--- config.mk ---
export PLATFORM = sky130hd
export DESIGN_NAME = exec_cluster
export DESIGN_NICKNAME = d
export VERILOG_FILES = /design/src/hw/ooo_pkg.sv /design/src/hw/exec_cluster.sv /design/src/hw/exec_unit.sv /design/src/hw/reservation_station.sv /design/src/hw/dispatch_buffer.sv
export SDC_FILE = /design/constraint.sdc
export NUM_CORES = 2
export LEC_CHECK = 0
export BUFFER_PORTS_ARGS = -buffer_cell sky130_fd_sc_hd__buf_4
export CORE_ASPECT_RATIO = 0.75
export CORE_MARGIN = 8
export CORE_UTILIZATION = 60
export CTS_BUF_LIST = sky130_fd_sc_hd__clkbuf_8
export CTS_CLUSTER_DIAMETER = 40
export DETAILED_ROUTE_END_ITERATION = 10
export PLACE_DENSITY = 0.83
export SYNTH_ARGS = -nofsm -noshare
export SYNTH_HDL_FRONTEND = slang
export SYNTH_SLANG_ARGS = --single-unit
--- constraint.sdc ---
create_clock -name clk -period 9.5 [get_ports clk]
set_clock_uncertainty 0.05 [all_clocks]
set_input_delay 0.95 -clock clk [delete_from_list [all_inputs] [get_ports clk]]
set_output_delay 0.95 -clock clk [all_outputs]
set_load 0.005 [all_outputs]
--- src/hw/ooo_pkg.sv ---
package ooo_pkg;

    // datapath and tag widths
    localparam int xlen        = 32;
    localparam int rob_tag_len = 4;  // 16 tags, the source never reuses one while it is in flight

    // reservation station sizing, an age fits in rs_idx_len bits
    localparam int rs_entries = 4;
    localparam int rs_idx_len = 2;

    // dispatch buffer sizing, the depth is a power of two so the pointers wrap on their own
    localparam int db_entries = 4;
    localparam int db_idx_len = 2;

    // integer functions handled by the single execution unit
    typedef enum logic [2:0] {
        alu_add,
        alu_sub,
        alu_and,
        alu_or,
        alu_xor,
        alu_sll,
        alu_srl,
        alu_mul
    } alu_func_e;

    // execute cycles of a multiply, all other functions take a single cycle
    localparam int mul_latency = 3;
    localparam int ex_cnt_len  = $clog2(mul_latency); // width of the latency countdown

    // execution unit FSM
    typedef enum logic {
        ex_idle,
        ex_busy
    } ex_state_e;

endpackage
--- src/hw/exec_cluster.sv ---
`timescale 1ns/1ps

module exec_cluster (
    input  logic                               clk,
    input  logic                               reset,
    input  logic                               load,
    input  ooo_pkg::alu_func_e                 func,
    input  logic [ooo_pkg::rob_tag_len-1:0]    t1, t2, dst,
    input  logic                               ready1, ready2,
    input  logic [ooo_pkg::xlen-1:0]           v1, v2,
    output logic                               full,
    output logic                               result_valid,
    output logic [ooo_pkg::rob_tag_len-1:0]    result_tag,
    output logic [ooo_pkg::xlen-1:0]           result_value
);
    import ooo_pkg::*;

    // dispatch buffer to station
    logic                   rs_load, rs_full;
    alu_func_e              rs_func;
    logic [rob_tag_len-1:0] rs_t1, rs_t2, rs_dst;
    logic                   rs_ready1, rs_ready2;
    logic [xlen-1:0]        rs_v1, rs_v2;

    // station to execution unit
    logic                   insn_ready, issue;
    alu_func_e              func_out;
    logic [xlen-1:0]        v1_out, v2_out;
    logic [rob_tag_len-1:0] dst_tag;

    // the result stream doubles as the wakeup broadcast
    dispatch_buffer dispatch_buffer_i (
        .clk, .reset, .load, .func, .t1, .t2, .dst, .ready1, .ready2, .v1, .v2,
        .wakeup(result_valid), .wakeup_tag(result_tag), .wakeup_value(result_value),
        .rs_full, .full, .rs_load, .rs_func, .rs_t1, .rs_t2, .rs_dst,
        .rs_ready1, .rs_ready2, .rs_v1, .rs_v2
    );

    reservation_station reservation_station_i (
        .clk, .reset, .load(rs_load), .func(rs_func), .t1(rs_t1), .t2(rs_t2),
        .dst(rs_dst), .ready1(rs_ready1), .ready2(rs_ready2), .v1(rs_v1), .v2(rs_v2),
        .issue, .wakeup(result_valid), .wakeup_tag(result_tag),
        .wakeup_value(result_value), .insn_ready, .is_full(rs_full),
        .func_out, .v1_out, .v2_out, .dst_tag
    );

    exec_unit exec_unit_i (
        .clk, .reset, .insn_ready, .func_out, .v1_out, .v2_out, .dst_tag, .issue,
        .wakeup(result_valid), .wakeup_tag(result_tag), .wakeup_value(result_value)
    );

endmodule

--- src/hw/exec_unit.sv ---
`timescale 1ns/1ps

module exec_unit (
    input  logic                               clk,
    input  logic                               reset,
    input  logic                               insn_ready,
    input  ooo_pkg::alu_func_e                 func_out,
    input  logic [ooo_pkg::xlen-1:0]           v1_out, v2_out,
    input  logic [ooo_pkg::rob_tag_len-1:0]    dst_tag,
    output logic                               issue,
    output logic                               wakeup,
    output logic [ooo_pkg::rob_tag_len-1:0]    wakeup_tag,
    output logic [ooo_pkg::xlen-1:0]           wakeup_value
);
    import ooo_pkg::*;

    ex_state_e             state;
    logic                  pending;   // issued last cycle, station outputs are valid now
    logic [ex_cnt_len-1:0] cnt;       // execute cycles left after the current one
    alu_func_e             op_func;
    logic [xlen-1:0]       op_a, op_b;

    // the last busy cycle broadcasts and frees the unit in the same cycle
    assign wakeup = (state == ex_busy) && (cnt == '0);
    assign issue  = insn_ready && !pending && ((state == ex_idle) || wakeup);

    always_ff @(posedge clk) begin
        if (reset) begin
            state   <= ex_idle;
            pending <= 1'b0;
            cnt     <= '0;
        end else begin
            pending <= issue;
            if (pending) begin
                state <= ex_busy;
                cnt   <= (func_out == alu_mul) ? ex_cnt_len'(mul_latency - 1) : '0;
            end else if (wakeup) begin
                state <= ex_idle;
            end else if (state == ex_busy) begin
                cnt <= cnt - 1'b1;
            end
        end
    end

    // operand and destination registers, loaded once per instruction
    always_ff @(posedge clk) begin
        if (pending) begin
            op_func    <= func_out;
            op_a       <= v1_out;
            op_b       <= v2_out;
            wakeup_tag <= dst_tag;
        end
    end

    always_comb begin
        case (op_func)
            alu_add: wakeup_value = op_a + op_b;
            alu_sub: wakeup_value = op_a - op_b;
            alu_and: wakeup_value = op_a & op_b;
            alu_or:  wakeup_value = op_a | op_b;
            alu_xor: wakeup_value = op_a ^ op_b;
            alu_sll: wakeup_value = op_a << op_b[4:0]; // shift amount is the low 5 bits
            alu_srl: wakeup_value = op_a >> op_b[4:0];
            alu_mul: wakeup_value = op_a * op_b;       // low half of the product
            default: wakeup_value = '0;
        endcase
    end

    // each issue ends in a broadcast from the busy state, 2 to mul_latency+1 cycles later
    a_issue_then_wakeup: assert property (@(posedge clk) disable iff (reset)
        issue |=> ##[1:mul_latency] (wakeup && state == ex_busy));

endmodule

--- src/hw/reservation_station.sv ---
`timescale 1ns/1ps

module reservation_station (
    input  logic                               clk,
    input  logic                               reset,
    input  logic                               load,
    input  ooo_pkg::alu_func_e                 func,
    input  logic [ooo_pkg::rob_tag_len-1:0]    t1, t2, dst,
    input  logic                               ready1, ready2,
    input  logic [ooo_pkg::xlen-1:0]           v1, v2,
    input  logic                               issue,
    input  logic                               wakeup,
    input  logic [ooo_pkg::rob_tag_len-1:0]    wakeup_tag,
    input  logic [ooo_pkg::xlen-1:0]           wakeup_value,
    output logic                               insn_ready,
    output logic                               is_full,
    output ooo_pkg::alu_func_e                 func_out,
    output logic [ooo_pkg::xlen-1:0]           v1_out, v2_out,
    output logic [ooo_pkg::rob_tag_len-1:0]    dst_tag
);
    import ooo_pkg::*;

    // entry fields, only the valid bits are control state
    alu_func_e              e_func  [rs_entries];
    logic [rob_tag_len-1:0] e_t1    [rs_entries];
    logic [rob_tag_len-1:0] e_t2    [rs_entries];
    logic [rob_tag_len-1:0] e_dst   [rs_entries];
    logic                   e_rdy1  [rs_entries];
    logic                   e_rdy2  [rs_entries];
    logic [xlen-1:0]        e_v1    [rs_entries];
    logic [xlen-1:0]        e_v2    [rs_entries];
    logic [rs_idx_len-1:0]  e_age   [rs_entries]; // 0 is the oldest entry
    logic [rs_entries-1:0]  e_valid;

    logic [rs_entries-1:0] hit1, hit2;   // operand produced by the broadcast of this cycle
    logic [rs_entries-1:0] ready_flags;
    logic [rs_idx_len:0]   num_valid;
    logic [rs_idx_len-1:0] sel_idx, sel_age, free_idx, new_age;
    logic                  in_hit1, in_hit2;
    logic                  age_clash;

    always_comb begin
        for (int i = 0; i < rs_entries; i++) begin
            hit1[i] = wakeup && !e_rdy1[i] && (e_t1[i] == wakeup_tag);
            hit2[i] = wakeup && !e_rdy2[i] && (e_t2[i] == wakeup_tag);
            // same-cycle wakeup counts, so a dependent can issue alongside its producer's result
            ready_flags[i] = e_valid[i] && (e_rdy1[i] || hit1[i]) && (e_rdy2[i] || hit2[i]);
        end
    end

    assign insn_ready = |ready_flags;

    always_comb begin
        num_valid = '0;
        for (int i = 0; i < rs_entries; i++) begin
            num_valid = num_valid + e_valid[i];
        end
    end

    assign is_full = (num_valid == (rs_idx_len + 1)'(rs_entries));

    // oldest ready entry, ages are unique so ties never happen
    always_comb begin
        sel_idx = '0;
        sel_age = '1;
        for (int i = 0; i < rs_entries; i++) begin
            if (ready_flags[i] && e_age[i] <= sel_age) begin
                sel_idx = rs_idx_len'(i);
                sel_age = e_age[i];
            end
        end
    end

    // lowest free slot, downward scan so the last hit wins
    always_comb begin
        free_idx = '0;
        for (int i = rs_entries - 1; i >= 0; i--) begin
            if (!e_valid[i]) free_idx = rs_idx_len'(i);
        end
    end

    // the newcomer is youngest, one place earlier if an entry leaves this cycle
    assign new_age = rs_idx_len'(num_valid - issue);
    assign in_hit1 = wakeup && !ready1 && (t1 == wakeup_tag);
    assign in_hit2 = wakeup && !ready2 && (t2 == wakeup_tag);

    always_ff @(posedge clk) begin
        if (reset) begin
            e_valid <= '0;
        end else begin
            if (issue) e_valid[sel_idx] <= 1'b0;
            if (load)  e_valid[free_idx] <= 1'b1; // the free slot is never the issued one
        end
    end

    always_ff @(posedge clk) begin
        for (int i = 0; i < rs_entries; i++) begin
            if (hit1[i]) begin
                e_rdy1[i] <= 1'b1;
                e_v1[i]   <= wakeup_value;
            end
            if (hit2[i]) begin
                e_rdy2[i] <= 1'b1;
                e_v2[i]   <= wakeup_value;
            end
            if (issue && e_valid[i] && e_age[i] > sel_age) begin
                e_age[i] <= e_age[i] - 1'b1; // close the gap left by the issued entry
            end
        end
        if (issue) begin
            // registered issue outputs, forwarding a value that arrives in the issue cycle
            func_out <= e_func[sel_idx];
            v1_out   <= hit1[sel_idx] ? wakeup_value : e_v1[sel_idx];
            v2_out   <= hit2[sel_idx] ? wakeup_value : e_v2[sel_idx];
            dst_tag  <= e_dst[sel_idx];
        end
        if (load) begin
            e_func[free_idx] <= func;
            e_t1[free_idx]   <= t1;
            e_t2[free_idx]   <= t2;
            e_dst[free_idx]  <= dst;
            e_rdy1[free_idx] <= ready1 || in_hit1;
            e_rdy2[free_idx] <= ready2 || in_hit2;
            e_v1[free_idx]   <= in_hit1 ? wakeup_value : v1;
            e_v2[free_idx]   <= in_hit2 ? wakeup_value : v2;
            e_age[free_idx]  <= new_age;
        end
    end

    // two valid entries sharing an age would break oldest-first selection
    always_comb begin
        age_clash = 1'b0;
        for (int i = 0; i < rs_entries; i++) begin
            for (int j = i + 1; j < rs_entries; j++) begin
                if (e_valid[i] && e_valid[j] && e_age[i] == e_age[j]) age_clash = 1'b1;
            end
        end
    end

    // the dispatch buffer holds back while the station is full
    a_no_load_when_full: assert property (@(posedge clk) disable iff (reset) load |-> !is_full);

    // the execution unit only issues when something is ready
    a_issue_needs_ready: assert property (@(posedge clk) disable iff (reset)
        issue |-> insn_ready);

    a_unique_ages: assert property (@(posedge clk) disable iff (reset) !age_clash);

endmodule

--- src/hw/dispatch_buffer.sv ---
`timescale 1ns/1ps

module dispatch_buffer (
    input  logic                               clk,
    input  logic                               reset,
    input  logic                               load,
    input  ooo_pkg::alu_func_e                 func,
    input  logic [ooo_pkg::rob_tag_len-1:0]    t1, t2, dst,
    input  logic                               ready1, ready2,
    input  logic [ooo_pkg::xlen-1:0]           v1, v2,
    input  logic                               wakeup,
    input  logic [ooo_pkg::rob_tag_len-1:0]    wakeup_tag,
    input  logic [ooo_pkg::xlen-1:0]           wakeup_value,
    input  logic                               rs_full,
    output logic                               full,
    output logic                               rs_load,
    output ooo_pkg::alu_func_e                 rs_func,
    output logic [ooo_pkg::rob_tag_len-1:0]    rs_t1, rs_t2, rs_dst,
    output logic                               rs_ready1, rs_ready2,
    output logic [ooo_pkg::xlen-1:0]           rs_v1, rs_v2
);
    import ooo_pkg::*;

    // slot storage for the queued instructions
    alu_func_e              q_func  [db_entries];
    logic [rob_tag_len-1:0] q_t1    [db_entries];
    logic [rob_tag_len-1:0] q_t2    [db_entries];
    logic [rob_tag_len-1:0] q_dst   [db_entries];
    logic                   q_rdy1  [db_entries];
    logic                   q_rdy2  [db_entries];
    logic [xlen-1:0]        q_v1    [db_entries];
    logic [xlen-1:0]        q_v2    [db_entries];

    logic [db_idx_len-1:0] wr_ptr, rd_ptr;
    logic [db_idx_len:0]   count;  // 0 to db_entries
    logic                  empty, bypass, push, pop;
    logic                  in_hit1, in_hit2;

    assign empty = (count == '0);
    assign full  = (count == (db_idx_len + 1)'(db_entries));

    // an empty buffer hands a new instruction straight to the station and saves a cycle
    assign bypass  = empty && load && !rs_full;
    assign pop     = !empty && !rs_full;
    assign push    = load && !full && !bypass; // a load while full is dropped
    assign rs_load = pop || bypass;

    // the head slot or the incoming instruction when it bypasses
    assign rs_func   = empty ? func   : q_func[rd_ptr];
    assign rs_t1     = empty ? t1     : q_t1[rd_ptr];
    assign rs_t2     = empty ? t2     : q_t2[rd_ptr];
    assign rs_dst    = empty ? dst    : q_dst[rd_ptr];
    assign rs_ready1 = empty ? ready1 : q_rdy1[rd_ptr];
    assign rs_ready2 = empty ? ready2 : q_rdy2[rd_ptr];
    assign rs_v1     = empty ? v1     : q_v1[rd_ptr];
    assign rs_v2     = empty ? v2     : q_v2[rd_ptr];

    // a pending operand whose producer broadcasts right now is captured on the way in
    assign in_hit1 = wakeup && !ready1 && (t1 == wakeup_tag);
    assign in_hit2 = wakeup && !ready2 && (t2 == wakeup_tag);

    always_ff @(posedge clk) begin
        if (reset) begin
            wr_ptr <= '0;
            rd_ptr <= '0;
            count  <= '0;
        end else begin
            if (push) wr_ptr <= wr_ptr + 1'b1;
            if (pop)  rd_ptr <= rd_ptr + 1'b1;
            case ({push, pop})
                2'b10:   count <= count + 1'b1;
                2'b01:   count <= count - 1'b1;
                default: count <= count;
            endcase
        end
    end

    always_ff @(posedge clk) begin
        // snoop the broadcast so waiting instructions do not miss their producer
        // free slots may match as well and are overwritten on push
        for (int i = 0; i < db_entries; i++) begin
            if (wakeup && !q_rdy1[i] && q_t1[i] == wakeup_tag) begin
                q_rdy1[i] <= 1'b1;
                q_v1[i]   <= wakeup_value;
            end
            if (wakeup && !q_rdy2[i] && q_t2[i] == wakeup_tag) begin
                q_rdy2[i] <= 1'b1;
                q_v2[i]   <= wakeup_value;
            end
        end
        if (push) begin // comes after the snoop loop so the new slot wins
            q_func[wr_ptr] <= func;
            q_t1[wr_ptr]   <= t1;
            q_t2[wr_ptr]   <= t2;
            q_dst[wr_ptr]  <= dst;
            q_rdy1[wr_ptr] <= ready1 || in_hit1;
            q_rdy2[wr_ptr] <= ready2 || in_hit2;
            q_v1[wr_ptr]   <= in_hit1 ? wakeup_value : v1;
            q_v2[wr_ptr]   <= in_hit2 ? wakeup_value : v2;
        end
    end

endmodule

==> flow_metrics.tcl <==
set metrics [dict create \
    status "completed" \
    period_minus_slack_ns 9.44 \
    drv_cap 0 \
    routedWlPerCell_um 31.0 \
    crit_required_ns 8.50 \
    firstDrtPassIters 7 \
    die_w_um 383 \
    yosysSeqAreaShare_pct 39.8 \
    die-area_um2 112000 \
    ios 122 \
    grt_overflow 0 \
    initial_core_util_pct 60.2 \
    tightest_slew_ns 1.36 \
    min_period_over_period_pct 99.4 \
    vias 48333 \
    holdPathStages 1 \
    crit_start "exec_unit_i.op_a[17]" \
    core_area_um2 101000 \
    clock-sinks 815 \
    clk_pin_slew_ns 0.06 \
    synth_nets 6364 \
    ctsHoldBuffers 0 \
    drt.antenna.violating_nets 0 \
    worst-setup-path-type "reg2out" \
    grt_pass1_wl_mm 324 \
    grt_max_degree 107 \
    crit_fanout 16 \
    antenna_found_initial 15 \
    synth-edff-count 782 \
    yosysMostFrequentCell "edfxtp_1" \
    cp_top_family "adder cells" \
    grt_pass1_vias 47853 \
    worst-path-buf-inv 4 \
    synth_area_um2 60700 \
    hp-class "in2reg" \
    layout.nets 6465 \
    max_freq_mhz 106 \
    drive_gt1_share_pct 14.7 \
    synth_area_leaders "edfxtp_1, fa_1, mux2i_1" \
    vias_per_cell 6.74 \
    syn_avg_cell_area_um2 10.8 \
    cts_buffers 134 \
    routed_wl_mm 223 \
    drv_slew 0 \
    rrSetupSlack_ns 1.22 \
    slew_headroom_pct 8.44 \
    finish.utilization_pct 66.1 \
    cts_tree "done" \
    drc_errors 0 \
    async_reset_ff_share_pct 0 \
    end_kind "output port" \
    synthFlopType "edfxtp_1" \
    r2r_start "exec_unit_i.op_a[17]" \
    rsz0062_at_grt "true" \
    insertion_delay_ns 0.82 \
    routabilityCongestion 1.05 \
    critical-path-max-stage-delay_ns 0.62 \
    dp_hpwl_mm 161 \
    final_hold_viol_count 0 \
    min_to "dispatch_buffer_i.q_dst[1][0]" \
    dieHeight_um 291 \
    first_iter_violations 7688 \
    cts_buffer_depth 3 \
    track_usage_pct 39.4 \
    core.rowCount 101 \
    netlist_top_cells_count "edfxtp_1, nand2_1, nor2_1, inv_1, fa_1" \
    htree_levels 4 \
    rr_worst_depth 21 \
    cpMaxStageDelayCell "fa_1" \
    startpoint_type "flip-flop" \
    worstPathCellList "buf_6, nand2_1, fa_1, fa_1, fa_1, fa_1, inv_1, fa_1, fa_1, fa_1, fa_1, ha_1, a21o_1, nor3_2, and3_4, o211ai_1, nand3_1, xnor2_1, a211oi_4, inv_2, buf_4" \
    r2r-end "reservation_station_i.v2_out[31]" \
    synth_top_area_share_pct 38.7 \
    cpMostUsedCell "fa_1" \
    arrival_ns 8.44 \
    setup_viol 0 \
    synthDistinctLibCells 103 \
    netlist_instances 5625 \
    ys_seq_elements 815 \
    yosys_warnings 0 \
    hold_start "dst[0]" \
    area_delta_synth_final_pct 9.81 \
    yosysTopAreaCell "edfxtp_1" \
    port_buffers 121 \
    cts_root_buf "clkbuf_8" \
]
## how the worst max path moves through the flow
stage,to,slack [ns],cells past startpoint
after floorplan,result_value[26],0.55,30
after detailed placement,result_value[31],0.12,22
after global routing,result_value[30],-0.03,27
after CTS,result_value[31],0.02,23
final,result_value[31],0.06,21
after global placement,result_value[31],0.10,22
## kinds of logic (layout without fill, tap and decap cells)
family	count (synthesis)	after routing	share of synthesized area (%)
other	0	8	0
and+or+nand+nor	1545	1545	10.6
xor gates and xnor gates	221	221	3.24
adders and majority gates	655	655	18.6
AOI/OAI and AO/OA	911	911	9.75
DFF	815	815	39.8
muxes	554	554	11.9
buffers and inverters	924	1128	6.08
## final cells by class
type / instances / area (µm²)
flip-flops and latches: 815 / 24200
repair buffers: 369 / 2960
fillers: 7385 / 34100
clock buffers: 143 / 1970
multi-input cells: 3886 / 33300
well taps: 1339 / 1680
clock inverters: 96 / 582
inverters: 520 / 1990
diodes: 8 / 20.0
## registers in the layout (all words and copies together) (netlist names), 8 cells and up, named ones only
name / count
dispatch_buffer_i.q_dst: 16
dispatch_buffer_i.q_func: 12
dispatch_buffer_i.q_t1: 16
dispatch_buffer_i.q_t2: 16
dispatch_buffer_i.q_v1: 128
dispatch_buffer_i.q_v2: 128
exec_unit_i.op_a: 32
exec_unit_i.op_b: 32
reservation_station_i.e_age: 8
reservation_station_i.e_dst: 16
reservation_station_i.e_func: 12
reservation_station_i.e_t1: 16
reservation_station_i.e_t2: 16
reservation_station_i.e_v1: 128
reservation_station_i.e_v2: 128
reservation_station_i.v1_out: 32
reservation_station_i.v2_out: 32
## per-layer routing
metal | share of wire (%) | GRT usage, % | vias up | routed length [µm]
li1 | - | - | 19784 | -
met1 | 37 | 55.1 | 23636 | 83300
met2 | 41 | 54.9 | 4186 | 92300
met3 | 16 | 14.8 | 713 | 36300
met4 | 4.8 | 17.1 | 14 | 10700
met5 | 0.045 | 0 | - | 100
## per-stage QoR
stage	setup slack, ns	TNS [ns]	instances	area, µm²	hold slack [ns]
finish	0.0610	0	7176	66600	0.294
global route	-0.0303	-0.0427	7173	66600	0.270
CTS	0.0184	0	7151	66300	0.211
detailed placement	0.120	0	6898	63600	0.355
global placement	0.100	0	6898	63600	0.351
floorplan	0.554	0	5625	60700	0.350
## worst register-to-register path, stage by stage, from the launching register on
cell      delay (ns)
edfxtp_1        0.48
buf_6           0.34
nand2_1         0.13
fa_1            0.56
fa_1            0.62
fa_1            0.54
fa_1            0.52
inv_1           0.06
fa_1            0.56
fa_1            0.46
fa_1            0.52
fa_1            0.51
ha_1            0.38
a21o_1          0.23
nor3_2          0.27
and3_4          0.27
o211ai_1        0.22
nand3_1         0.16
xnor2_1         0.14
a211oi_4        0.43
buf_4           0.41
mux2i_1         0.17
## placed cells by master, fill, tap and decap left out, types with 108 or more instances in the layout
| cell type | synthesis | layout |
|---|---|---|
| ha_1 | 244 | 240 |
| fa_1 | 411 | 410 |
| o21ai_0 | 297 | 293 |
| nand2_1 | 689 | 689 |
| buf_4 | 16 | 344 |
| inv_1 | 491 | 525 |
| edfxtp_1 | 782 | 782 |
| nor2_1 | 562 | 550 |
| xnor2_1 | 162 | 162 |
| nand3_1 | 108 | 108 |
| clkbuf_8 | 0 | 143 |
| a21oi_1 | 245 | 242 |
| mux4_2 | 133 | 133 |
| mux2i_1 | 404 | 404 |
## repair_timing
action                                  CTS  global route
gates resized for setup                  16            35
buffers inserted                         14            17
pin swaps                                 2             4
endpoints found under the setup margin   12            12
gates cloned                              0             0
Power is not shown: default switching activity piles up to over one toggle a cycle in this logic, so the estimate is an artifact.
